<file path="config.mk">
export PLATFORM = sky130hd
export DESIGN_NAME = decode_unit
export DESIGN_NICKNAME = d
export VERILOG_FILES = /design/src/hdl/decode_pkg.sv /design/src/hdl/ctrl_decoder.sv /design/src/hdl/ctrl_issue.sv /design/src/hdl/decode_unit.sv /design/src/hdl/instr_queue.sv
export SDC_FILE = /design/constraint.sdc
export NUM_CORES = 1
export LEC_CHECK = 0
export ABC_CLOCK_PERIOD_IN_PS = 5000
export BUFFER_PORTS_ARGS = -buffer_cell sky130_fd_sc_hd__buf_4
export CAP_MARGIN = 20
export CORE_ASPECT_RATIO = 1.5
export CORE_UTILIZATION = 48
export DETAILED_ROUTE_END_ITERATION = 12
export PLACE_DENSITY = 0.68
export SETUP_SLACK_MARGIN = 0.3
export SYNTH_ARGS = -nofsm -noshare
export SYNTH_HDL_FRONTEND = slang
export SYNTH_SLANG_ARGS = --single-unit
</file>
<file path="constraint.sdc">
create_clock -name clk -period 5 [get_ports clk]
set_input_delay 0 -clock clk [delete_from_list [all_inputs] [get_ports clk]]
set_output_delay 0 -clock clk [all_outputs]
set_load 0.02 [all_outputs]
</file>
<file path="src/hdl/decode_pkg.sv">
package decode_pkg;

    // ------------------------------------------------------------------------
    // Instruction encodings
    // ------------------------------------------------------------------------
    typedef enum logic [5:0] {
        OP_SPECIAL = 6'h00,                      // R-type, decoded on funct
        OP_REGIMM  = 6'h01,                      // Decoded on rt
        OP_J       = 6'h02,
        OP_JAL     = 6'h03,
        OP_BEQ     = 6'h04,
        OP_BNE     = 6'h05,
        OP_BLEZ    = 6'h06,
        OP_BGTZ    = 6'h07,
        OP_ADDI    = 6'h08,
        OP_ADDIU   = 6'h09,
        OP_SLTI    = 6'h0a,
        OP_SLTIU   = 6'h0b,
        OP_ANDI    = 6'h0c,                      // Zero-extended imm
        OP_ORI     = 6'h0d,                      // Zero-extended imm
        OP_XORI    = 6'h0e,                      // Zero-extended imm
        OP_LUI     = 6'h0f,
        OP_LB      = 6'h20,
        OP_LH      = 6'h21,
        OP_LW      = 6'h23,
        OP_LBU     = 6'h24,
        OP_LHU     = 6'h25,
        OP_SB      = 6'h28,
        OP_SH      = 6'h29,
        OP_SW      = 6'h2b
    } opcode_e;

    typedef enum logic [5:0] {
        FN_SLL   = 6'h00, FN_SRL   = 6'h02, FN_SRA   = 6'h03,   // Shift by shamt
        FN_SLLV  = 6'h04, FN_SRLV  = 6'h06, FN_SRAV  = 6'h07,   // Shift by rs
        FN_JR    = 6'h08, FN_JALR  = 6'h09,
        FN_MFHI  = 6'h10, FN_MTHI  = 6'h11, FN_MFLO  = 6'h12, FN_MTLO  = 6'h13,
        FN_MULT  = 6'h18, FN_MULTU = 6'h19, FN_DIV   = 6'h1a, FN_DIVU  = 6'h1b,
        FN_ADD   = 6'h20, FN_ADDU  = 6'h21, FN_SUB   = 6'h22, FN_SUBU  = 6'h23,
        FN_AND   = 6'h24, FN_OR    = 6'h25, FN_XOR   = 6'h26, FN_NOR   = 6'h27,
        FN_SLT   = 6'h2a, FN_SLTU  = 6'h2b
    } funct_e;

    typedef enum logic [4:0] {
        RI_BLTZ = 5'h00,
        RI_BGEZ = 5'h01
    } regimm_e;

    // ------------------------------------------------------------------------
    // Datapath selectors
    // ------------------------------------------------------------------------
    typedef enum logic [4:0] {
        ALU_NONE  = 5'd0,                        // Also the unknown-op value
        ALU_ADD   = 5'd1,
        ALU_ADDU  = 5'd2,
        ALU_SUB   = 5'd3,
        ALU_SUBU  = 5'd4,
        ALU_AND   = 5'd5,
        ALU_OR    = 5'd6,
        ALU_XOR   = 5'd7,
        ALU_NOR   = 5'd8,
        ALU_SLT   = 5'd9,
        ALU_SLTU  = 5'd10,
        ALU_SLL   = 5'd11,
        ALU_SRL   = 5'd12,
        ALU_SRA   = 5'd13,
        ALU_LUI   = 5'd14,
        ALU_MULT  = 5'd15,                       // Multiplier group from here
        ALU_MULTU = 5'd16,
        ALU_DIV   = 5'd17,                       // Divider group
        ALU_DIVU  = 5'd18,
        ALU_MFHI  = 5'd19,
        ALU_MFLO  = 5'd20,
        ALU_MTHI  = 5'd21,
        ALU_MTLO  = 5'd22
    } alu_op_e;

    typedef enum logic [1:0] {
        A_RS    = 2'd0,
        A_SHAMT = 2'd1,                          // Immediate shifts
        A_PC    = 2'd2                           // Link address
    } port_a_sel_e;

    typedef enum logic [1:0] {
        B_RT      = 2'd0,
        B_SIMM    = 2'd1,
        B_PC_ADD4 = 2'd2,
        B_ZIMM    = 2'd3
    } port_b_sel_e;

    typedef enum logic [1:0] {
        WA_RD  = 2'd0,
        WA_RT  = 2'd1,
        WA_R31 = 2'd2                            // Link register
    } wa_sel_e;

    // ------------------------------------------------------------------------
    // Instruction word, read as R or I fields
    // ------------------------------------------------------------------------
    typedef struct packed {
        opcode_e    opcode;
        logic [4:0] rs;
        logic [4:0] rt;
        logic [4:0] rd;
        logic [4:0] shamt;
        funct_e     funct;
    } r_fields_t;

    typedef struct packed {
        opcode_e     opcode;
        logic [4:0]  rs;
        logic [4:0]  rt;                         // Branch condition for REGIMM
        logic [15:0] imm16;
    } i_fields_t;

    typedef union packed {
        r_fields_t r;
        i_fields_t i;
    } instr_u;

    // Decoded control word, all flags active high
    typedef struct packed {
        alu_op_e     alu_op;
        port_a_sel_e port_a_sel;
        port_b_sel_e port_b_sel;
        wa_sel_e     wa_sel;
        logic        gpr_we;                     // GPR write enable
        logic        mem_to_gpr;                 // Write-back from memory
        logic        jump;
        logic        branch;
        logic        mem_write;
        logic        mem_byte;
        logic        mem_halfword;
        logic        mem_sign_ext;               // Sign-extend loaded data
        logic        imm_sign_ext;               // Sign-extend imm16
        logic        reserved;                   // Reserved instruction
    } ctrl_t;

endpackage

</file>
<file path="src/hdl/ctrl_decoder.sv">
module ctrl_decoder import decode_pkg::*; #(
    parameter int ENABLE_HW_MULT = 1,
    parameter int ENABLE_HW_DIV  = 1
) (
    input  instr_u head,                         // Instruction at queue head
    output ctrl_t  ctrl_next                     // Decoded control word
);

    logic known_op;                              // Encoding is in the table

    // ------------------------------------------------------------------------
    // Decode table
    // ------------------------------------------------------------------------
    always_comb begin
        ctrl_next = '0;
        known_op  = 1'b1;

        case (head.r.opcode)
            OP_SPECIAL: begin
                case (head.r.funct)
                    FN_ADD:   ctrl_next.alu_op = ALU_ADD;
                    FN_ADDU:  ctrl_next.alu_op = ALU_ADDU;
                    FN_SUB:   ctrl_next.alu_op = ALU_SUB;
                    FN_SUBU:  ctrl_next.alu_op = ALU_SUBU;
                    FN_AND:   ctrl_next.alu_op = ALU_AND;
                    FN_OR:    ctrl_next.alu_op = ALU_OR;
                    FN_XOR:   ctrl_next.alu_op = ALU_XOR;
                    FN_NOR:   ctrl_next.alu_op = ALU_NOR;
                    FN_SLT:   ctrl_next.alu_op = ALU_SLT;
                    FN_SLTU:  ctrl_next.alu_op = ALU_SLTU;
                    FN_SLL:   ctrl_next.alu_op = ALU_SLL;
                    FN_SRL:   ctrl_next.alu_op = ALU_SRL;
                    FN_SRA:   ctrl_next.alu_op = ALU_SRA;
                    FN_SLLV:  ctrl_next.alu_op = ALU_SLL;   // Amount from rs
                    FN_SRLV:  ctrl_next.alu_op = ALU_SRL;
                    FN_SRAV:  ctrl_next.alu_op = ALU_SRA;
                    FN_MULT:  ctrl_next.alu_op = ALU_MULT;
                    FN_MULTU: ctrl_next.alu_op = ALU_MULTU;
                    FN_DIV:   ctrl_next.alu_op = ALU_DIV;
                    FN_DIVU:  ctrl_next.alu_op = ALU_DIVU;
                    FN_MFHI:  ctrl_next.alu_op = ALU_MFHI;
                    FN_MFLO:  ctrl_next.alu_op = ALU_MFLO;
                    FN_MTHI:  ctrl_next.alu_op = ALU_MTHI;
                    FN_MTLO:  ctrl_next.alu_op = ALU_MTLO;
                    FN_JR:    ctrl_next.jump   = 1'b1;      // Target from rs
                    FN_JALR: begin
                        ctrl_next.jump       = 1'b1;
                        ctrl_next.alu_op     = ALU_ADDU;    // Link = PC + 4
                        ctrl_next.port_a_sel = A_PC;
                        ctrl_next.port_b_sel = B_PC_ADD4;
                    end
                    default:  known_op = 1'b0;
                endcase
                // Everything writes rd except HI/LO sources and JR
                ctrl_next.gpr_we = !(head.r.funct inside {FN_MULT, FN_MULTU, FN_DIV,
                                                          FN_DIVU, FN_MTHI, FN_MTLO, FN_JR});
                if (head.r.funct inside {FN_SLL, FN_SRL, FN_SRA}) begin
                    ctrl_next.port_a_sel = A_SHAMT;
                end
            end
            OP_REGIMM: begin
                ctrl_next.branch = 1'b1;         // Condition comes from rt field
                ctrl_next.alu_op = ALU_SUB;
                if (!(head.i.rt inside {RI_BLTZ, RI_BGEZ})) begin
                    known_op = 1'b0;
                end
            end
            OP_BEQ, OP_BNE, OP_BLEZ, OP_BGTZ: begin
                ctrl_next.branch = 1'b1;
                ctrl_next.alu_op = ALU_SUB;      // Compare rs against rt
            end
            OP_J:     ctrl_next.jump = 1'b1;
            OP_JAL: begin
                ctrl_next.jump       = 1'b1;
                ctrl_next.gpr_we     = 1'b1;
                ctrl_next.wa_sel     = WA_R31;
                ctrl_next.alu_op     = ALU_ADDU;
                ctrl_next.port_a_sel = A_PC;
                ctrl_next.port_b_sel = B_PC_ADD4;
            end
            OP_ADDI:  ctrl_next.alu_op = ALU_ADD;
            OP_ADDIU: ctrl_next.alu_op = ALU_ADDU;
            OP_SLTI:  ctrl_next.alu_op = ALU_SLT;
            OP_SLTIU: ctrl_next.alu_op = ALU_SLTU;
            OP_ANDI:  ctrl_next.alu_op = ALU_AND;
            OP_ORI:   ctrl_next.alu_op = ALU_OR;
            OP_XORI:  ctrl_next.alu_op = ALU_XOR;
            OP_LUI:   ctrl_next.alu_op = ALU_LUI;
            OP_LB, OP_LBU, OP_LH, OP_LHU, OP_LW, OP_SB, OP_SH, OP_SW: begin
                ctrl_next.alu_op = ALU_ADDU;     // Address = rs + simm
            end
            default:  known_op = 1'b0;
        endcase

        // --------------------------------------------------------------------
        // Group attributes of the I-type encodings
        // --------------------------------------------------------------------
        if (head.i.opcode inside {OP_ADDI, OP_ADDIU, OP_SLTI, OP_SLTIU, OP_ANDI, OP_ORI,
                                  OP_XORI, OP_LUI}) begin
            ctrl_next.gpr_we     = 1'b1;
            ctrl_next.wa_sel     = WA_RT;
            ctrl_next.port_b_sel = (head.i.opcode inside {OP_ANDI, OP_ORI, OP_XORI}) ?
                                   B_ZIMM : B_SIMM;
        end
        if (head.i.opcode inside {OP_LB, OP_LBU, OP_LH, OP_LHU, OP_LW}) begin
            ctrl_next.gpr_we     = 1'b1;
            ctrl_next.mem_to_gpr = 1'b1;
            ctrl_next.wa_sel     = WA_RT;
        end
        if (head.i.opcode inside {OP_LB, OP_LBU, OP_LH, OP_LHU, OP_LW,
                                  OP_SB, OP_SH, OP_SW}) begin
            ctrl_next.port_b_sel   = B_SIMM;
            ctrl_next.mem_write    = head.i.opcode inside {OP_SB, OP_SH, OP_SW};
            ctrl_next.mem_byte     = head.i.opcode inside {OP_LB, OP_LBU, OP_SB};
            ctrl_next.mem_halfword = head.i.opcode inside {OP_LH, OP_LHU, OP_SH};
            ctrl_next.mem_sign_ext = head.i.opcode inside {OP_LB, OP_LH};
        end
        ctrl_next.imm_sign_ext = !(head.i.opcode inside {OP_ANDI, OP_ORI, OP_XORI});

        if (!known_op) begin
            ctrl_next = '0;                      // Unknown gives an empty word
        end

        // --------------------------------------------------------------------
        // Reserved check for missing arithmetic units
        // --------------------------------------------------------------------
        if (ENABLE_HW_MULT == 0 && ctrl_next.alu_op inside {ALU_MULT, ALU_MULTU, ALU_MFHI,
                                                             ALU_MFLO, ALU_MTHI, ALU_MTLO}) begin
            ctrl_next.reserved = 1'b1;           // Other fields kept as decoded
        end
        if (ENABLE_HW_DIV == 0 && ctrl_next.alu_op inside {ALU_DIV, ALU_DIVU}) begin
            ctrl_next.reserved = 1'b1;
        end
    end

endmodule

</file>
<file path="src/hdl/ctrl_issue.sv">
module ctrl_issue import decode_pkg::*; #(
    parameter int OUT_CREDITS = 2
) (
    input  logic  clk,
    input  logic  rst_n,
    input  logic  not_empty,                     // Queue has a head entry
    input  ctrl_t ctrl_next,                     // Decoded head
    input  logic  ctrl_credit,                   // Credit back from execute
    output logic  pop,
    output logic  ctrl_valid,
    output ctrl_t ctrl
);

    localparam int CNT_W = $clog2(OUT_CREDITS + 1);

    logic [CNT_W-1:0] credits;                   // Slots free on execute side

    // Issue whenever there is a word and somewhere to put it
    assign pop = not_empty && (credits != '0);

    // ------------------------------------------------------------------------
    // Credit counter and valid flag
    // ------------------------------------------------------------------------
    always_ff @(posedge clk) begin
        if (!rst_n) begin
            credits    <= CNT_W'(OUT_CREDITS);
            ctrl_valid <= 1'b0;
        end else begin
            credits    <= credits - CNT_W'(pop) + CNT_W'(ctrl_credit);
            ctrl_valid <= pop;                   // Word visible one cycle after pop
        end
    end

    // Control word register, loaded only on issue
    always_ff @(posedge clk) begin
        if (pop) begin
            ctrl <= ctrl_next;
        end
    end

    // Execute must not return more credits than it was given
    assert property (@(posedge clk) disable iff (!rst_n)
                     credits <= CNT_W'(OUT_CREDITS))
        else $error("ctrl_issue: credit overflow, count %0d", credits);

endmodule

</file>
<file path="src/hdl/decode_unit.sv">
module decode_unit import decode_pkg::*; #(
    parameter int QUEUE_DEPTH    = 4,            // Also the initial fetch credits
    parameter int OUT_CREDITS    = 2,            // Initial execute credits
    parameter int ENABLE_HW_MULT = 1,
    parameter int ENABLE_HW_DIV  = 1
) (
    input  logic   clk,
    input  logic   rst_n,
    input  logic   instr_valid,
    input  instr_u instr,
    output logic   instr_credit,
    output logic   ctrl_valid,
    output ctrl_t  ctrl,
    input  logic   ctrl_credit
);

    instr_u head;                                // Queue head to decoder
    logic   not_empty;
    logic   pop;
    ctrl_t  ctrl_next;                           // Combinational decode

    instr_queue #(
        .QUEUE_DEPTH    (QUEUE_DEPTH)
    ) instr_queue_i (
        .clk            (clk),
        .rst_n          (rst_n),
        .instr_valid    (instr_valid),
        .instr          (instr),
        .pop            (pop),
        .head           (head),
        .not_empty      (not_empty),
        .instr_credit   (instr_credit)
    );

    ctrl_decoder #(
        .ENABLE_HW_MULT (ENABLE_HW_MULT),
        .ENABLE_HW_DIV  (ENABLE_HW_DIV)
    ) ctrl_decoder_i (
        .head           (head),
        .ctrl_next      (ctrl_next)
    );

    ctrl_issue #(
        .OUT_CREDITS    (OUT_CREDITS)
    ) ctrl_issue_i (
        .clk            (clk),
        .rst_n          (rst_n),
        .not_empty      (not_empty),
        .ctrl_next      (ctrl_next),
        .ctrl_credit    (ctrl_credit),
        .pop            (pop),
        .ctrl_valid     (ctrl_valid),
        .ctrl           (ctrl)
    );

endmodule

</file>
<file path="src/hdl/instr_queue.sv">
module instr_queue import decode_pkg::*; #(
    parameter int QUEUE_DEPTH = 4
) (
    input  logic   clk,
    input  logic   rst_n,
    input  logic   instr_valid,                  // Write strobe from fetch
    input  instr_u instr,
    input  logic   pop,
    output instr_u head,                         // Oldest entry
    output logic   not_empty,
    output logic   instr_credit                  // One credit back per pop
);

    localparam int PTR_W = (QUEUE_DEPTH > 1) ? $clog2(QUEUE_DEPTH) : 1;

    instr_u           mem [QUEUE_DEPTH];          // Entry storage
    logic [PTR_W-1:0] wr_ptr;
    logic [PTR_W-1:0] rd_ptr;
    logic [PTR_W:0]   count;                     // Occupancy
    logic             full;

    assign head      = mem[rd_ptr];
    assign not_empty = (count != '0);
    assign full      = (count == (PTR_W + 1)'(QUEUE_DEPTH));

    // ------------------------------------------------------------------------
    // Storage
    // ------------------------------------------------------------------------
    always_ff @(posedge clk) begin
        if (instr_valid) begin
            mem[wr_ptr] <= instr;
        end
    end

    // ------------------------------------------------------------------------
    // Pointers, occupancy and credit return
    // ------------------------------------------------------------------------
    always_ff @(posedge clk) begin
        if (!rst_n) begin
            wr_ptr       <= '0;
            rd_ptr       <= '0;
            count        <= '0;
            instr_credit <= 1'b0;
        end else begin
            if (instr_valid) begin
                // Wrap at depth, which need not be a power of two
                wr_ptr <= (wr_ptr == PTR_W'(QUEUE_DEPTH - 1)) ? '0 : wr_ptr + 1'b1;
            end
            if (pop) begin
                rd_ptr <= (rd_ptr == PTR_W'(QUEUE_DEPTH - 1)) ? '0 : rd_ptr + 1'b1;
            end
            count        <= count + (PTR_W + 1)'(instr_valid) - (PTR_W + 1)'(pop);
            instr_credit <= pop;                 // Slot freed at this edge
        end
    end

    // Fetch must hold off once its credits are spent
    assert property (@(posedge clk) disable iff (!rst_n) !(instr_valid && full))
        else $error("instr_queue: write while full");

    // Issue side may only pop a valid head
    assert property (@(posedge clk) disable iff (!rst_n) pop |-> not_empty)
        else $error("instr_queue: pop while empty");

endmodule

</file>
==> summary.txt <==
min cycle time layout -> 3.03 ns
WL per Instance -> 15.7 um
DP HPWL -> 4.73 mm
hold buffers post-CTS -> 19
Ports -> 59
Setup WS pre-CTS -> 1.96 ns
Final #Nets -> 385
Post-Syn Instances -> 283
synthesized area -> 4220 um2
Max Freq -> 330 MHz
Hold Crit Class -> primary input to flop
first-pass GRT wire length -> 11.4 mm
CP Class -> flop to flop
area of the multi-input gates -> 1310 um2
Die W -> 78.5 um
H-tree depth -> 3
Post-synth EDFFs -> 84
Final Setup Violations -> 0
Post-CTS Setup Repair Bufs -> 0
register area share after synthesis -> 65.5%
root buffer cell -> clkbuf_16
launch point of the worst hold path -> instr[18]
row cnt -> 41
Yosys reg bits -> 96
status -> complete, no violations
Num CTS Buffers -> 9
worst relative slew slack -> 43.4%
Synth area leaders -> edfxtp_1 60%, dfxtp_1 5.7%, mux4_2 4.8%
WP data required -> 5.06 ns
CP Launch Type -> flop
Yosys Warn Count -> 0
fin worst setup slack -> 1.97 ns
commonest non-fill, non-tap cell in the layout -> edfxtp_1
CTS-repair resized insts -> 0
Leak -> 1.80 nW
post-route ant nets -> 0
skew final -> 0.00910 ns
Die Y -> 117 um
fin. max-slew vios -> 0
final hold vios -> 0
unrepaired setup endpoints after global routing -> no
DRT iter0 DRCs -> 164
Seq. cell area -> 2760 um2
port bufs -> 41
Worst-path clk slew -> 0.07 ns
deepest clock path buffer count -> 2
layout cells sized above 1 -> 22.1%
Cell Pwr Density -> 556 nW/um2
top_reg_cell synth -> edfxtp_1
area delta synth->final -> 19.9%
initial antenna violation count -> 0
Worst setup EP type -> flop
ys async rst share -> 0%
Ant. Diodes -> 0
DRC Markers -> 0
total congestion overflow -> 0
worst-margin pin slew -> 0.848 ns
commonest cells after routing, fill and taps aside -> 84 x edfxtp_1, 42 x buf_4, 19 x dlygate4sd3_1
CTS tree -> yes
Pwr Total -> 2.81 mW
crit path DAT -> 3.09 ns
number of global-route vias before repair -> 2342
initial core utilization -> 49.8%
max-cap viol count -> 0
Via density -> 5.50
Yosys top cell area share -> 59.8%
synth unique cells -> 57
post-synthesis area per instance -> 14.9 um2
Mapped Nets -> 329
GR Util All Layers -> 17.1%
Core Box Area -> 8460 um2
Clock Sinks -> 96
DR vias -> 2479
Critical Path Fanout Max -> 16
clock latency on the worst-skew pair -> 0.34 ns
Max VDD drop -> 0.000348 V
final worst-path cycle share -> 60.6%
largest net degree at the start of global routing -> 25
Final TNS setup -> 0 ns
TritonRoute pass-1 iters -> 4
Layout fillers -> 655
final WL -> 7.07 mm
area leader, netlist -> edfxtp_1
gpl congestion -> 0.805
die area -> 9170 um2
## sequential cells by signal (all words and copies together) (netlist names), named ones only
name	count
instr_queue_i.mem	64
ctrl_issue_i.ctrl	20
instr_queue_i.count	3
ctrl_issue_i.credits	2
instr_queue_i.rd_ptr	2
instr_queue_i.wr_ptr	2
ctrl_issue_i.ctrl_valid	1
## cells by family (layout without fill, tap and decap cells)
logic type	count (synthesis)	after routing	synth area share (%)
fa+ha+maj	10	10	3.15
simple gates	82	82	11.3
other cells	1	1	0.0890
flops	96	96	65.5
mux	15	15	7.39
compound gates	45	45	8.04
xor+xnor	5	5	1.04
buf+inv	29	90	3.47
## final timing paths
kind	slack, ns	endpoint	cells past startpoint
max	1.97	ctrl_issue_i.ctrl[17]	6
min	0.40	instr_queue_i.mem[1][18]	2
max reg2reg	1.97	ctrl_issue_i.ctrl[17]	6
min reg2reg	0.51	ctrl_issue_i.credits[1]	2
## per-layer routing
layer | part of all wire [%] | vias to the layer above | track usage, %
met5 | 0 | - | 0
met4 | 2.8 | 0 | 9.75
met3 | 3.2 | 11 | 3.49
met2 | 54 | 61 | 30.8
met1 | 40 | 1206 | 18.8
li1 | - | 1201 | -
## Yosys cell counts (6+ instances only)
library cell,n
edfxtp_1,84
nor3_1,7
nor2_1,11
mux4_2,9
a21oi_1,10
inv_1,13
and2_1,10
nand2_1,12
nor2b_1,8
nor4_1,6
clkbuf_1,7
dfxtp_1,12
ha_1,9
## power by group
part	internal [mW]	switching (mW)	leakage, nW
combinational	0.417	0.608	0.765
sequential	1.05	0.0641	0.891
clock	0.387	0.282	0.139
## metrics by stage
step	util (%)	hold slack, ns	area (um2)	cells
floorplan	-	0.0619	4220	283
finish	59.7	0.398	5050	451
global placement	54.0	0.200	4570	416
detailed placement	54.0	0.202	4570	416
global route	59.7	0.409	5050	451
CTS	59.7	0.390	5050	451
## critical path, cell delays in order (launching register included)
cell and delay, ns:
dfxtp_1 0.31, buf_4 0.27, mux4_1 0.85, or2_1 0.42, or3_1 0.33, o211ai_1 0.40
a221oi_1 0.17
## area by class of cell
cell class | instances | share of cell area (%)
inverters | 13 | 0.966
flip-flops and latches | 96 | 54.7
well taps | 107 | 2.65
multi-input cells | 158 | 25.8
repair buffers | 61 | 10.0
clock inverters | 7 | 1.41
clock buffers | 9 | 4.46
(Power assumes the default switching activity.)
